===== src/include/crc32_step.svh =====
// Ethernet CRC-32 in reflected form, LSB of each byte first
function automatic logic [31:0] crc32_step
(
   input logic [31:0] crc_in,
   input logic [7:0]  data
);
   logic [31:0] crc;

   crc = crc_in ^ {24'h000000, data};
   for (int i = 0; i < 8; i++)
   begin
      if (crc[0])
         crc = (crc >> 1) ^ 32'hEDB8_8320;
      else
         crc = crc >> 1;
   end
   return crc;
endfunction

// Complemented state is the FCS, low byte on the wire first
function automatic logic [31:0] crc32_final
(
   input logic [31:0] crc_in
);
   return crc_in ^ eth_pkg::CRC_RESIDUE_INIT;
endfunction


===== src/verilog/cfg_pkg.sv =====
`default_nettype none

package cfg_pkg;

   typedef enum logic [1:0] {REG_NOP, REG_WRITE, REG_READ} reg_op_t;

   typedef logic [3:0] reg_addr_t;
   localparam reg_addr_t ADDR_CTRL = 4'd0;
   localparam reg_addr_t ADDR_IFG = 4'd1;
   localparam reg_addr_t ADDR_FRAMES = 4'd2;   // Read only

   typedef struct packed
   {
      reg_op_t     op;
      reg_addr_t   addr;
      logic [15:0] wdata;
   } reg_cmd_t;

   typedef struct packed
   {
      logic       tx_enable;
      logic       pad_enable;
      logic       fcs_enable;
      logic [7:0] ifg_len;                  // Idle cycles after each frame
   } tx_cfg_t;

endpackage

`default_nettype wire


===== src/verilog/eth_pkg.sv =====
`default_nettype none

package eth_pkg;

   // Wire framing
   localparam logic [7:0] PREAMBLE_BYTE = 8'h55;
   localparam logic [7:0] SFD_BYTE = 8'hD5;
   localparam int PREAMBLE_LEN = 7;
   localparam int MIN_PAYLOAD = 60;         // Bytes before the FCS

   // Seed and final XOR of the CRC-32
   localparam logic [31:0] CRC_RESIDUE_INIT = 32'hFFFF_FFFF;

   // One byte of a frame on the stream side
   typedef struct packed
   {
      logic [7:0] data;
      logic       last;                     // Final payload byte
   } byte_beat_t;

   typedef enum logic [2:0]
   {
      IDLE,
      PREAMBLE,
      SFD,
      PAYLOAD,
      PAD,
      FCS,
      GAP
   } mac_state_t;

endpackage

`default_nettype wire


===== src/verilog/gmii_tx_mac.sv =====
`timescale 1ns/10ps
`default_nettype none

module gmii_tx_mac
(
   input  logic                clk_i,
   input  logic                reset_i,
   input  cfg_pkg::tx_cfg_t    cfg_i,
   input  eth_pkg::byte_beat_t beat_i,
   input  logic                valid_i,
   output logic                ready_o,
   input  logic                frame_avail_i,
   output logic                frame_done_o,
   output logic [7:0]          gmii_txd_o,
   output logic                gmii_tx_en_o,
   output logic                gmii_tx_er_o
);

`include "crc32_step.svh"

   eth_pkg::mac_state_t state;
   eth_pkg::mac_state_t state_d;
   eth_pkg::mac_state_t end_state;
   cfg_pkg::tx_cfg_t    cfg_q;                 // Held for the whole frame
   logic [7:0]          cnt;
   logic [31:0]         crc_q;
   logic [31:0]         fcs_word;
   logic [7:0]          txd_int;
   logic                tx_en_int;
   logic                start;
   logic                launch;
   logic                take;
   logic                pad_needed;
   logic                frame_last;

   assign start = frame_avail_i && cfg_i.tx_enable;
   assign take = valid_i && ready_o;
   assign pad_needed = cfg_q.pad_enable && (cnt < 8'(eth_pkg::MIN_PAYLOAD - 1));
   assign end_state = (cfg_q.ifg_len == 8'd0) ? eth_pkg::IDLE : eth_pkg::GAP;
   assign launch = (state_d == eth_pkg::PREAMBLE) && (state != eth_pkg::PREAMBLE);
   assign fcs_word = crc32_final(crc_q);

   always_comb
   begin
      state_d = state;
      case (state)
         eth_pkg::IDLE:
            if (start)
               state_d = eth_pkg::PREAMBLE;
         eth_pkg::PREAMBLE:
            if (cnt == 8'(eth_pkg::PREAMBLE_LEN - 1))
               state_d = eth_pkg::SFD;
         eth_pkg::SFD: state_d = eth_pkg::PAYLOAD;
         eth_pkg::PAYLOAD:
            if (take && beat_i.last)
            begin
               if (pad_needed)
                  state_d = eth_pkg::PAD;
               else if (cfg_q.fcs_enable)
                  state_d = eth_pkg::FCS;
               else
                  state_d = end_state;
            end
         eth_pkg::PAD:
            if (cnt == 8'(eth_pkg::MIN_PAYLOAD - 1))
               state_d = cfg_q.fcs_enable ? eth_pkg::FCS : end_state;
         eth_pkg::FCS:
            if (cnt == 8'd3)
               state_d = end_state;
         eth_pkg::GAP:
            // Next frame may follow straight after the gap
            if (cnt == cfg_q.ifg_len - 8'd1)
               state_d = start ? eth_pkg::PREAMBLE : eth_pkg::IDLE;
         default: state_d = eth_pkg::IDLE;
      endcase
   end

   // Byte for the current state
   always_comb
   begin
      txd_int = 8'h00;
      tx_en_int = 1'b1;
      ready_o = 1'b0;
      case (state)
         eth_pkg::PREAMBLE: txd_int = eth_pkg::PREAMBLE_BYTE;
         eth_pkg::SFD:      txd_int = eth_pkg::SFD_BYTE;
         eth_pkg::PAYLOAD:
         begin
            txd_int = beat_i.data;
            ready_o = 1'b1;
         end
         eth_pkg::PAD:      txd_int = 8'h00;
         eth_pkg::FCS:      txd_int = fcs_word[{cnt[1:0], 3'b000} +: 8];
         default:           tx_en_int = 1'b0;
      endcase
      frame_last = tx_en_int && (state_d == eth_pkg::IDLE || state_d == eth_pkg::GAP);
   end

   always_ff @(posedge clk_i)
   begin
      if (reset_i)
      begin
         state <= eth_pkg::IDLE;
         cnt <= 8'h00;
         cfg_q <= '0;
         crc_q <= eth_pkg::CRC_RESIDUE_INIT;
      end
      else
      begin
         state <= state_d;
         // Payload count runs on into PAD
         if (state_d != state && state_d != eth_pkg::PAD)
            cnt <= 8'h00;
         else if (cnt != 8'hFF)
            cnt <= cnt + 8'd1;
         if (launch)
         begin
            cfg_q <= cfg_i;
            crc_q <= eth_pkg::CRC_RESIDUE_INIT;
         end
         else if (state == eth_pkg::PAYLOAD && take)
            crc_q <= crc32_step(crc_q, beat_i.data);
         else if (state == eth_pkg::PAD)
            crc_q <= crc32_step(crc_q, 8'h00);
      end
   end

   // GMII output register
   always_ff @(posedge clk_i)
   begin
      if (reset_i)
      begin
         gmii_txd_o <= 8'h00;
         gmii_tx_en_o <= 1'b0;
         gmii_tx_er_o <= 1'b0;
         frame_done_o <= 1'b0;
      end
      else
      begin
         gmii_txd_o <= txd_int;
         gmii_tx_en_o <= tx_en_int;
         gmii_tx_er_o <= 1'b0;         // No error source
         frame_done_o <= frame_last;
      end
   end

   // Whole frame is stored before launch, so payload never starves
   a_payload_valid: assert property (@(posedge clk_i) disable iff (reset_i)
      (state == eth_pkg::PAYLOAD) |-> valid_i);

endmodule

`default_nettype wire


===== config.mk =====
export PLATFORM = sky130hd
export DESIGN_NAME = gmii_tx_mac
export DESIGN_NICKNAME = d
export VERILOG_FILES = /design/src/verilog/cfg_pkg.sv /design/src/verilog/eth_pkg.sv /design/src/verilog/gmii_tx_mac.sv
export VERILOG_INCLUDE_DIRS = /design/src /design/src/include
export SDC_FILE = /design/constraint.sdc
export NUM_CORES = 1
export LEC_CHECK = 0
export BUFFER_PORTS_ARGS = -buffer_cell sky130_fd_sc_hd__buf_2
export CAP_MARGIN = 20
export CELL_PAD_IN_SITES_DETAIL_PLACEMENT = 1
export CELL_PAD_IN_SITES_GLOBAL_PLACEMENT = 1
export CORE_UTILIZATION = 47
export DETAILED_ROUTE_END_ITERATION = 7
export PLACE_DENSITY_LB_ADDON = 0.1
export SLEW_MARGIN = 20
export SYNTH_ARGS = -nofsm -noshare
export SYNTH_HDL_FRONTEND = slang
export SYNTH_SLANG_ARGS = --single-unit

===== constraint.sdc =====
create_clock -name clk_i -period 2.98 [get_ports clk_i]
set_input_delay 0.596 -clock clk_i [delete_from_list [all_inputs] [get_ports clk_i]]
set_output_delay 0.596 -clock clk_i [all_outputs]
set_load 0.005 [all_outputs]

==> qor.txt, run 1 <==
Synth Warn # - 0
area occupied by multi-input gates - 0.003241 mm²
clk sink count - 63
Finished Cell Area - 0.005298 mm²
Gate power share - 0.190
P_sw - 629.3 µW
Crit path required time - 3280 ps
Seq/Total Area, Yosys - 0.2658
worst-margin pin slew - 776.4 ps
Routed WL - 14420 µm
Synth Cell Area - 0.004745 mm²
total negative slack - 0 ps
P_int - 1515 µW
hold path depth - 3
Top Ports - 36
status - complete, no violations
First-pass DRT Iterations - 4
Final Net Count - 609
Worst-path clk slew - 70 ps
post-cts resize count - 0
number of diodes - 0
Hold Path Class - in2reg
Final period util - 0.9332
crit-path max FO - 8
final-report max-slew violation count - 0
cts bufs inserted - 9
Fillers - 1194
Finished Core Util - 0.5420
Post-CTS Setup Inserts - 0
clk root buf - clkbuf_8
internal reg-to-reg setup slack - 200 ps
layout cells sized above 1 - 0.2133
Worst Hold End - cfg_q[0]$_SDFFE_PP0P_
grt ovf - 0
Critical Path Sink Type - flip-flop
Post-Syn Area per Cell - 8.518 µm²
largest net degree at the start of global routing - 36
initial antenna violation count - 0
CTS max path bufs - 2
latest clock arrival within the worst-skew pair - 360 ps
Initial Util - 0.4854
H-tree levels - 3
GP Congestion - 0.9133
Worst Reg-to-Reg Cells - 9
setup violators final - 0
VDD IR-drop max - 0.0002233 V
R2R Path End - cnt[7]$_SDFFE_PP0P_
top_reg_cell synth - dfxtp_1
start point of the worst hold path - cfg_i[0]
share of total power in the clock network - 0.397
num rows - 36
crit start category - flip-flop
LEAKAGE - 0.001968 µW
slowest stage cell on the critical path - or4_4
Initial DRC Count - 111
count of different cell masters after synthesis - 70
all-layer global routing usage - 0.2941
clk_skew - 7.789 ps
Syn Nets - 585
Vert. Die Dim - 102.5 µm
number of global-route vias before repair - 4350
placed inst area - 0.005059 mm²
Die ar. - 0.01050 mm²
Final ANT Viol Nets - 0
FF+latch area - 0.001262 mm²
fin crit period - 2781 ps
Hold Buf Count CTS - 0
Vias/cell - 5.761
number of synthesized flops with an enable pin - 0
Yosys reg bits - 63
critical path, cell by cell - inv_1 > ha_2 > nor2b_1 > or3_1 > a311oi_2 > a31oi_2 > or2_1 > or4_4 > a21oi_2
CTS tree - built
worst r2r src - cfg_q[0]$_SDFFE_PP0P_
HPWL after detailed placement - 10580 µm
first-pass GRT wire length - 22760 µm
FFs w/ async S/R, synth - 0
slew margin rel. - 0.4787
CP max stage delay - 610 ps
Cell Pwr Density - 404.7 mW/mm²
Syn Inst Count - 557
Seq pwr share - 0.413
Die Wd - 102.5 µm
area grow syn2layout - 11.66%
RSZ-0062 raised after global routing - false
Vias - 4142
CP arrival - 3080 ps
Final Hold Vio Count - 0
per-cell routed wire length - 20.06 µm
CORE AREA - 0.009774 mm²
fmax - 359.6 MHz
DRC violations left - 0
IO Port Bufs - 34
max capacitance violation total - 0
critical path class - reg2reg
sw frac - 0.2935
-- sequential cells by signal, summed over array words and instances (netlist names) --
name	count
gmii_txd_o	8
frame_done_o	1
state	3
crc_q	32
cfg_q	10
cnt	8
gmii_tx_en_o	1
-- final cells by class --
class | instances | area share
clock inverters | 7 | 0.01842
repair buffers | 60 | 0.07038
clock buffers | 9 | 0.02338
well taps | 133 | 0.03141
multi-input cells | 438 | 0.6117
flip-flops and latches | 63 | 0.2383
inverters | 9 | 0.006377
-- how the worst max path moves through the flow --
stage,start,endpoint,depth (start not counted)
final,cfg_q[0]$_SDFFE_PP0P_,cnt[7]$_SDFFE_PP0P_,9
after CTS,cfg_q[0]$_SDFFE_PP0P_,cnt[7]$_SDFFE_PP0P_,9
after floorplan,cnt[0]$_SDFFE_PP0P_,cnt[1]$_SDFFE_PP0P_,11
after global routing,cnt[0]$_SDFFE_PP0P_,cnt[1]$_SDFFE_PP0P_,8
after detailed placement,cfg_q[0]$_SDFFE_PP0P_,cnt[1]$_SDFFE_PP0P_,9
after global placement,cfg_q[0]$_SDFFE_PP0P_,cnt[5]$_SDFFE_PP0P_,9
-- per-stage QoR --
step | setup slack (ps) | hold slack (ps) | power (µW) | instances
global placement | 254.8 | 504.4 | 1296 | 703
floorplan | 288.3 | 483.6 | 1194 | 557
finish | 199.2 | 482.4 | 2144 | 719
global route | 22.32 | 478.8 | 2236 | 719
detailed placement | 161.4 | 525.5 | 1305 | 703
CTS | 136.6 | 474.8 | 2158 | 719
-- logic make-up (layout without fill, tap and decap cells) --
family / after synthesis / count (layout) / share of synthesized area
muxes: 12 / 12 / 0.04641
and+or+nand+nor: 151 / 151 / 0.1601
DFF: 63 / 63 / 0.2658
adders and majority gates: 4 / 4 / 0.01055
xor gates and xnor gates: 132 / 132 / 0.2632
AOI/OAI and AO/OA: 138 / 138 / 0.1994
buffers and inverters: 56 / 85 / 0.05380
other: 1 / 1 / 0.0007904
-- worst max-delay path: cells and delay by family (launching register included) --
kind	cells	cell delay [ps]
flops	1	360
buf+inv	1	80
simple gates	4	1400
compound gates	3	650
fa+ha+maj	1	220
-- per-layer routing --
layer | part of all wire | track usage | up-vias
li1 | - | - | 1978
met1 | 0.41 | 0.3282 | 2053
met2 | 0.53 | 0.5436 | 83
met3 | 0.035 | 0.03352 | 28
met4 | 0.026 | 0.1560 | 0
met5 | 0 | 0 | -
-- cells in the mapped netlist (3+ instances only) --
master    instances  area, µm²
xnor2_1          89      779.5
dfxtp_1          63       1261
nand2_1          48      180.2
nor2_1           36      135.1
xor2_1           34      297.8
a21oi_1          33      165.2
o211ai_1         23      172.7
o21ai_0          23      115.1
clkbuf_1         22      82.58
nand3_1          21      105.1
buf_2            18      90.09
a21bo_2           8      80.08
a21oi_2           8      70.07
inv_1             8      30.03
mux4_2            8      180.2
o21ai_1           7      35.03
nor3_1            6      30.03
and3_1            5      31.28
nand3b_1          5      37.54
a22oi_1           4      30.03
buf_4             4      30.03
ha_1              4      50.05
mux2i_1           4      40.04
nor2b_1           4      25.02
or3_1             4      25.02
xnor3_1           4      90.09
a21o_1            3      22.52
a221oi_1          3      26.28
nand4_1           3      18.77
o22ai_1           3      18.77
xor2_2            3      48.80
-- cells in the final DEF, fill, tap and decap left out, drive strengths merged, types with 5 or more instances in the layout --
master / count
xnor2: 91
dfxtp: 63
buf: 60
nand2: 48
a21oi: 41
xor2: 37
nor2: 36
o21ai: 30
o211ai: 23
nand3: 21
clkbuf: 9
inv: 9
mux4: 8
a21bo: 8
nor3: 6
and3: 6
nand3b: 5
-- power by group through the flow --
stage	Sequential (µW)	Clock [µW]	Combinational [µW]
final	885	851	408
after global placement	904	0	392
after global routing	888	901	446
after floorplan	892	0	302
after CTS	885	869	404
after detailed placement	905	0	400
Power figures use the tool's default switching activity.
==> inputs of run 2 (changes only) <==
==> constraint.sdc (replaced) <==
create_clock -name clk_i -period 2.98 [get_ports clk_i]
set_input_delay 0 -clock clk_i [delete_from_list [all_inputs] [get_ports clk_i]]
set_output_delay 0 -clock clk_i [all_outputs]
set_load 0.005 [all_outputs]
==> run 2 against run 1 <==
  * Sequential power hardly changed
  * Total power is 5.4% higher
  * Maximum frequency is 1.2% lower
  * Sequential share of layout area is 0.60 points lower
  * Largest cell class unchanged
==> qor.txt, run 2 (synthesized netlist as in run 1, its figures left out) <==
CTS tree - built
status - complete, no violations
crit start category - flip-flop
sw frac - 0.2869 (-0.006646)
per-cell routed wire length - 19.85 µm (-1.0%)
Initial Util - 0.4854 (unchanged)
crit-path max FO - 8 (unchanged)
worst-margin pin slew - 805.3 ps (+28.85 ps)
Seq pwr share - 0.392 (-0.021)
max reg flops - 32 (unchanged)
Vias - 4224 (+2.0%)
initial antenna violation count - 0 (unchanged)
HPWL after detailed placement - 10440 µm (-1.3%)
commonest non-fill, non-tap cell in the layout - xnor2_1
CORE AREA - 0.009774 mm² (unchanged)
Reg with most FFs - crc_q
Post-CTS Setup Inserts - 0 (unchanged)
met3 usage - 0.04309 (+0.009576)
clk_skew - 7.679 ps (-0.1098 ps)
busiest grt layer - met2
total negative slack - 0 ps (unchanged)
num rows - 36 (unchanged)
DRC violations left - 0 (unchanged)
latest clock arrival within the worst-skew pair - 360 ps (about the same)
Fillers - 1178 (-1.3%)
RSZ-0062 raised after global routing - false
critical path class - reg2reg
Vias/cell - 5.786 (+0.44%)
final-report max-slew violation count - 0 (unchanged)
Gate power share - 0.187 (-0.003)
slew margin rel. - 0.4593 (-0.01937)
number of diodes - 0 (unchanged)
largest net degree at the start of global routing - 36 (unchanged)
layout cells sized above 1 - 0.2077 (-0.005605)
Initial DRC Count - 101 (-9.0%)
grt ovf - 0 (unchanged)
IO Port Bufs - 34 (unchanged)
FF+latch area - 0.001262 mm² (unchanged)
Vert. Die Dim - 102.5 µm (unchanged)
max capacitance violation total - 0 (unchanged)
Die ar. - 0.01050 mm² (unchanged)
Hold Path Class - in2reg
Routed WL - 14490 µm (+0.47%)
H-tree levels - 3 (unchanged)
LEAKAGE - 0.002031 µW (+3.2%)
Final Net Count - 620 (+1.8%)
Largest regs - crc_q x32, cfg_q x10
cts bufs inserted - 9 (unchanged)
Final Hold Vio Count - 0 (unchanged)
First-pass DRT Iterations - 4 (unchanged)
Worst-path clk slew - 80 ps (about the same)
GRT met2 Usage - 0.5482 (+0.004615)
area grow syn2layout - 14.53%
commonest cells after routing, fill and taps aside - 89 x xnor2_1, 62 x dfxtp_1, 48 x nand2_1
M1 GR Usage - 0.3338 (+0.005595)
Crit path required time - 3270 ps (about the same)
CTS max path bufs - 2 (unchanged)
all-layer global routing usage - 0.2925 (-0.001549)
share of total power in the clock network - 0.422 (+0.025)
Die Wd - 102.5 µm (unchanged)
clk root buf - clkbuf_8
P_sw - 648.0 µW (+3.0%)
GP Congestion - 0.9143 (+0.11%)
Cell Pwr Density - 415.7 mW/mm² (+2.7%)
P_int - 1611 µW (+6.4%)
fmax - 355.3 MHz (-1.2%)
Final period util - 0.9446 (+0.01141)
area occupied by multi-input gates - 0.003241 mm² (unchanged)
Final ANT Viol Nets - 0 (unchanged)
CP arrival - 3110 ps (+30 ps)
Critical Path Sink Type - flip-flop
fin crit period - 2815 ps (+34.00 ps)
first-pass GRT wire length - 22810 µm (+0.21%)
Top Ports - 36 (unchanged)
number of global-route vias before repair - 4325 (-0.57%)
clk sink count - 63 (unchanged)
setup violators final - 0 (unchanged)
VDD IR-drop max - 0.0002329 V (+4.3%)
Fin Hold WS - 33.83 ps (-448.6 ps)
==> run 2: cell count changes in the layout (fill, tap and decap cells not counted) <==
cell and delta:
clkinv_4 +1, bufinv_16 +1, clkinvlp_4 -2, dlygate4sd3_1 +12
buf_4 -1
==> run 2: timing repair <==
item,CTS,global route
hold endpoints to repair,12,0
hold buffers,12,0
setup endpoints to repair,0,35
gates resized for setup,0,5
==> run 2: layout make-up <==
type,instances,area share
inverters,9,0.006217
clock buffers,9,0.02280
flip-flops and latches,63,0.2323
well taps,133,0.03062
repair buffers,71,0.08934
multi-input cells,438,0.5964
clock inverters,7,0.02233
==> run 2: power groups by stage <==
| stage | sequential (µW) | clock (µW) | combinational, µW |
|---|---|---|---|
| 6_report | 885 | 952 | 422 |
| 2_1_floorplan | 892 | 0 | 302 |
| 4_1_cts | 885 | 967 | 417 |
| 3_3_place_gp | 904 | 0 | 391 |
| 3_5_place_dp | 905 | 0 | 402 |
| 5_1_grt | 888 | 992 | 461 |
==> run 2: final timing paths <==
check                                               to  depth (start not counted)  slack (ps)                    from
worst min register to register  crc_q[26]$_SDFFE_PP1P_                          2         520  crc_q[26]$_SDFFE_PP1P_
worst max register to register     cnt[7]$_SDFFE_PP0P_                          9         170   cfg_q[0]$_SDFFE_PP0P_
worst min-delay path               state[2]$_SDFF_PP0_                          2          30                 reset_i
worst max-delay path               cnt[7]$_SDFFE_PP0P_                          9         170   cfg_q[0]$_SDFFE_PP0P_
==> run 2: critical path, stage by stage, from the launching register on <==
cell	delay, ps
dfxtp_2	370
inv_1	80
ha_2	220
nor2b_1	130
or3_1	370
a311oi_2	350
a31oi_2	170
or2_1	290
or4_4	610
a21oi_2	170
==> run 2: per-stage QoR <==
step | setup WS [ps] | std cells | cell area (µm²) | utilization | total power, µW
floorplan | 288.3 | 557 | 4745 | - | 1194
global placement | 254.5 | 702 | 5051 | 0.5168 | 1295
detailed placement | 186.3 | 702 | 5051 | 0.5168 | 1307
CTS | 142.3 | 730 | 5416 | 0.5541 | 2269
global route | 19.65 | 730 | 5434 | 0.5559 | 2341
finish | 165.2 | 730 | 5434 | 0.5559 | 2259
==> run 2: per-layer routing <==
metal / part of all wire / wire length, µm
met3: 0.030 / 433
met4: 0.020 / 293
met1: 0.41 / 5998
met5: 0 / 0
met2: 0.54 / 7765
==> inputs of run 3 (changes only) <==
--- a/config.mk
+++ b/config.mk
@@ -12,6 +12,7 @@
 export CELL_PAD_IN_SITES_GLOBAL_PLACEMENT = 1
 export CORE_UTILIZATION = 47
 export DETAILED_ROUTE_END_ITERATION = 7
+export MAX_ROUTING_LAYER = met4
 export PLACE_DENSITY_LB_ADDON = 0.1
 export SLEW_MARGIN = 20
 export SYNTH_ARGS = -nofsm -noshare
==> run 3 against run 2 <==
  * Die area stayed put
  * First-iteration DRC count is 11% higher
  * Critical path depth stayed put
  * Hold slack worse by 16 ps
  * Critical path type unchanged
  * Largest power group is now registers
  * Final cell count is 0.14% lower
  * Maximum frequency is 0.36% lower
==> qor.txt, run 3 (synthesized netlist as in run 1, its figures left out) <==
number of diodes - 0 (unchanged)
start point of the worst hold path - beat_i[6]
Initial Util - 0.4854 (unchanged)
setup violators final - 0 (unchanged)
VDD IR-drop max - 0.0002665 V (+14%)
Critical Path Start - cfg_q[0]$_SDFFE_PP0P_
Die Wd - 102.5 µm (unchanged)
commonest cells after routing, fill and taps aside - 89 x xnor2_1, 62 x dfxtp_1, 48 x nand2_1
Critical Path Sink Type - flip-flop
final worst slack - 155.0 ps (-10.18 ps)
Vert. Die Dim - 102.5 µm (unchanged)
Routed WL - 14980 µm (+3.4%)
worst r2r src - cfg_q[0]$_SDFFE_PP0P_
area grow syn2layout - 13.13%
Cell Pwr Density - 389.1 mW/mm² (-6.4%)
Hold Path Class - in2reg
LEAKAGE - 0.002003 µW (-1.4%)
Final Hold Vio Count - 0 (unchanged)
Vias/cell - 5.782 (about the same)
commonest non-fill, non-tap cell in the layout - xnor2_1
Initial DRC Count - 112 (+11%)
slew margin rel. - 0.4538 (-0.005527)
CTS max path bufs - 2 (unchanged)
total negative slack - 0 ps (unchanged)
Worst-path clk slew - 80 ps (about the same)
fin crit period - 2825 ps (+10.18 ps)
initial antenna violation count - 0 (unchanged)
all-layer global routing usage - 0.3081 (+0.01561)
worst-margin pin slew - 813.5 ps (+8.231 ps)
Fillers - 1203 (+2.1%)
CORE AREA - 0.009774 mm² (unchanged)
layout cells sized above 1 - 0.2047 (-0.003007)
first-pass GRT wire length - 23050 µm (+1.0%)
Largest regs - crc_q x32, cfg_q x10
Final Net Count - 619 (-0.16%)
Vias - 4215 (-0.21%)
fmax - 354.0 MHz (-0.36%)
GP Congestion - 0.9166 (+0.25%)
CP arrival - 3130 ps (+20 ps)
max reg flops - 32 (unchanged)
Crit path required time - 3280 ps (about the same)
cts bufs inserted - 9 (unchanged)
max capacitance violation total - 0 (unchanged)
latest clock arrival within the worst-skew pair - 370 ps (about the same)
largest net degree at the start of global routing - 36 (unchanged)
Final period util - 0.9480 (+0.003417)
First-pass DRT Iterations - 4 (unchanged)
HPWL after detailed placement - 10670 µm (+2.2%)
num rows - 36 (unchanged)
RSZ-0062 raised after global routing - false
Place WS - 191.7 ps (+5.400 ps)
clk root buf - clkbuf_8
grt ovf - 0 (unchanged)
clk sink count - 63 (unchanged)
crit-path max FO - 8 (unchanged)
H-tree levels - 3 (unchanged)
crit start category - flip-flop
per-cell routed wire length - 20.55 µm (+3.5%)
Top Ports - 36 (unchanged)
Die ar. - 0.01050 mm² (unchanged)
Post-CTS Setup Inserts - 0 (unchanged)
clk_skew - 4.360 ps (-3.319 ps)
Final ANT Viol Nets - 0 (unchanged)
status - complete, no violations
Reg with most FFs - crc_q
final-report max-slew violation count - 0 (unchanged)
CTS tree - built
number of global-route vias before repair - 4293 (-0.74%)
DRC violations left - 0 (unchanged)
critical path class - reg2reg
IO Port Bufs - 34 (unchanged)
[run 3: changes by cell type in the layout (fill, tap and decap cells not counted), sizes merged]
cell	change
bufinv	-2
clkinv	+1
clkinvlp	+1
dlygate4sd3	-1
[run 3: timing repair]
action,in CTS,in global routing
hold buffers,11,0
endpoints found under the hold margin,11,0
resized for setup,0,3
endpoints found under the setup margin,0,11
[run 3: path summary, 6_finish.rpt]
kind                            cells after the start                       end  slack [ps]
worst min register to register                      2    crc_q[15]$_SDFFE_PP1P_         520
worst min-delay path                                3  gmii_txd_o[5]$_SDFF_PP0_          20
worst max-delay path                                9       cnt[7]$_SDFFE_PP0P_         160
worst max register to register                      9       cnt[7]$_SDFFE_PP0P_         160
[run 3: area by class of cell]
type                       instances  area (µm²)  share of cell area
inverter                           9       33.78            0.006294
timing repair buffer              70       475.5             0.08858
tap                              133       166.4             0.03100
sequential                        63        1262              0.2352
clock inverter                     7       73.82             0.01375
multi-input combinational        438        3232              0.6021
clock buffer                       9       123.9             0.02308
[run 3: worst max-delay path, cell delays in order, from the launching register on]
cell and delay [ps]:
dfxtp_1 400, inv_1 100, ha_1 260, nor2b_1 150, or3_1 360, a311oi_2 320
a31oi_1 170, or2_1 280, or4_4 540, a21oi_2 170
[run 3: report_power, final]
| group | total (µW) | leakage [µW] | switching (µW) | internal [µW] |
|---|---|---|---|---|
| sequential | 885 | 0.000512 | 25.5 | 859 |
| combinational | 423 | 0.00139 | 232 | 191 |
| clock | 780 | 0.0000992 | 393 | 387 |
| total | 2090 | 0.00200 | 651 | 1440 |
[run 3: routing by layer]
| layer | global-route usage | vias up | part of all wire | wire length (µm) |
|---|---|---|---|---|
| met5 | - | - | 0 | 0 |
| met4 | 0.1220 | 0 | 0.025 | 377 |
| met3 | 0.04993 | 32 | 0.039 | 587 |
| met2 | 0.5590 | 94 | 0.53 | 8011 |
| met1 | 0.3325 | 2091 | 0.40 | 6006 |
| li1 | - | 1998 | - | - |
[run 3: per-stage QoR]
| step | instances | util | hold slack [ps] | cell area [µm²] | power, µW |
|---|---|---|---|---|---|
| finish | 729 | 0.5492 | 17.59 | 5368 | 2088 |
| global route | 729 | 0.5492 | 37.20 | 5368 | 2172 |
| CTS | 729 | 0.5483 | 10.96 | 5359 | 2105 |
| detailed placement | 702 | 0.5168 | 261.2 | 5051 | 1307 |
| global placement | 702 | 0.5168 | 255.9 | 5051 | 1296 |
| floorplan | 557 | - | 138.7 | 4745 | 1194 |
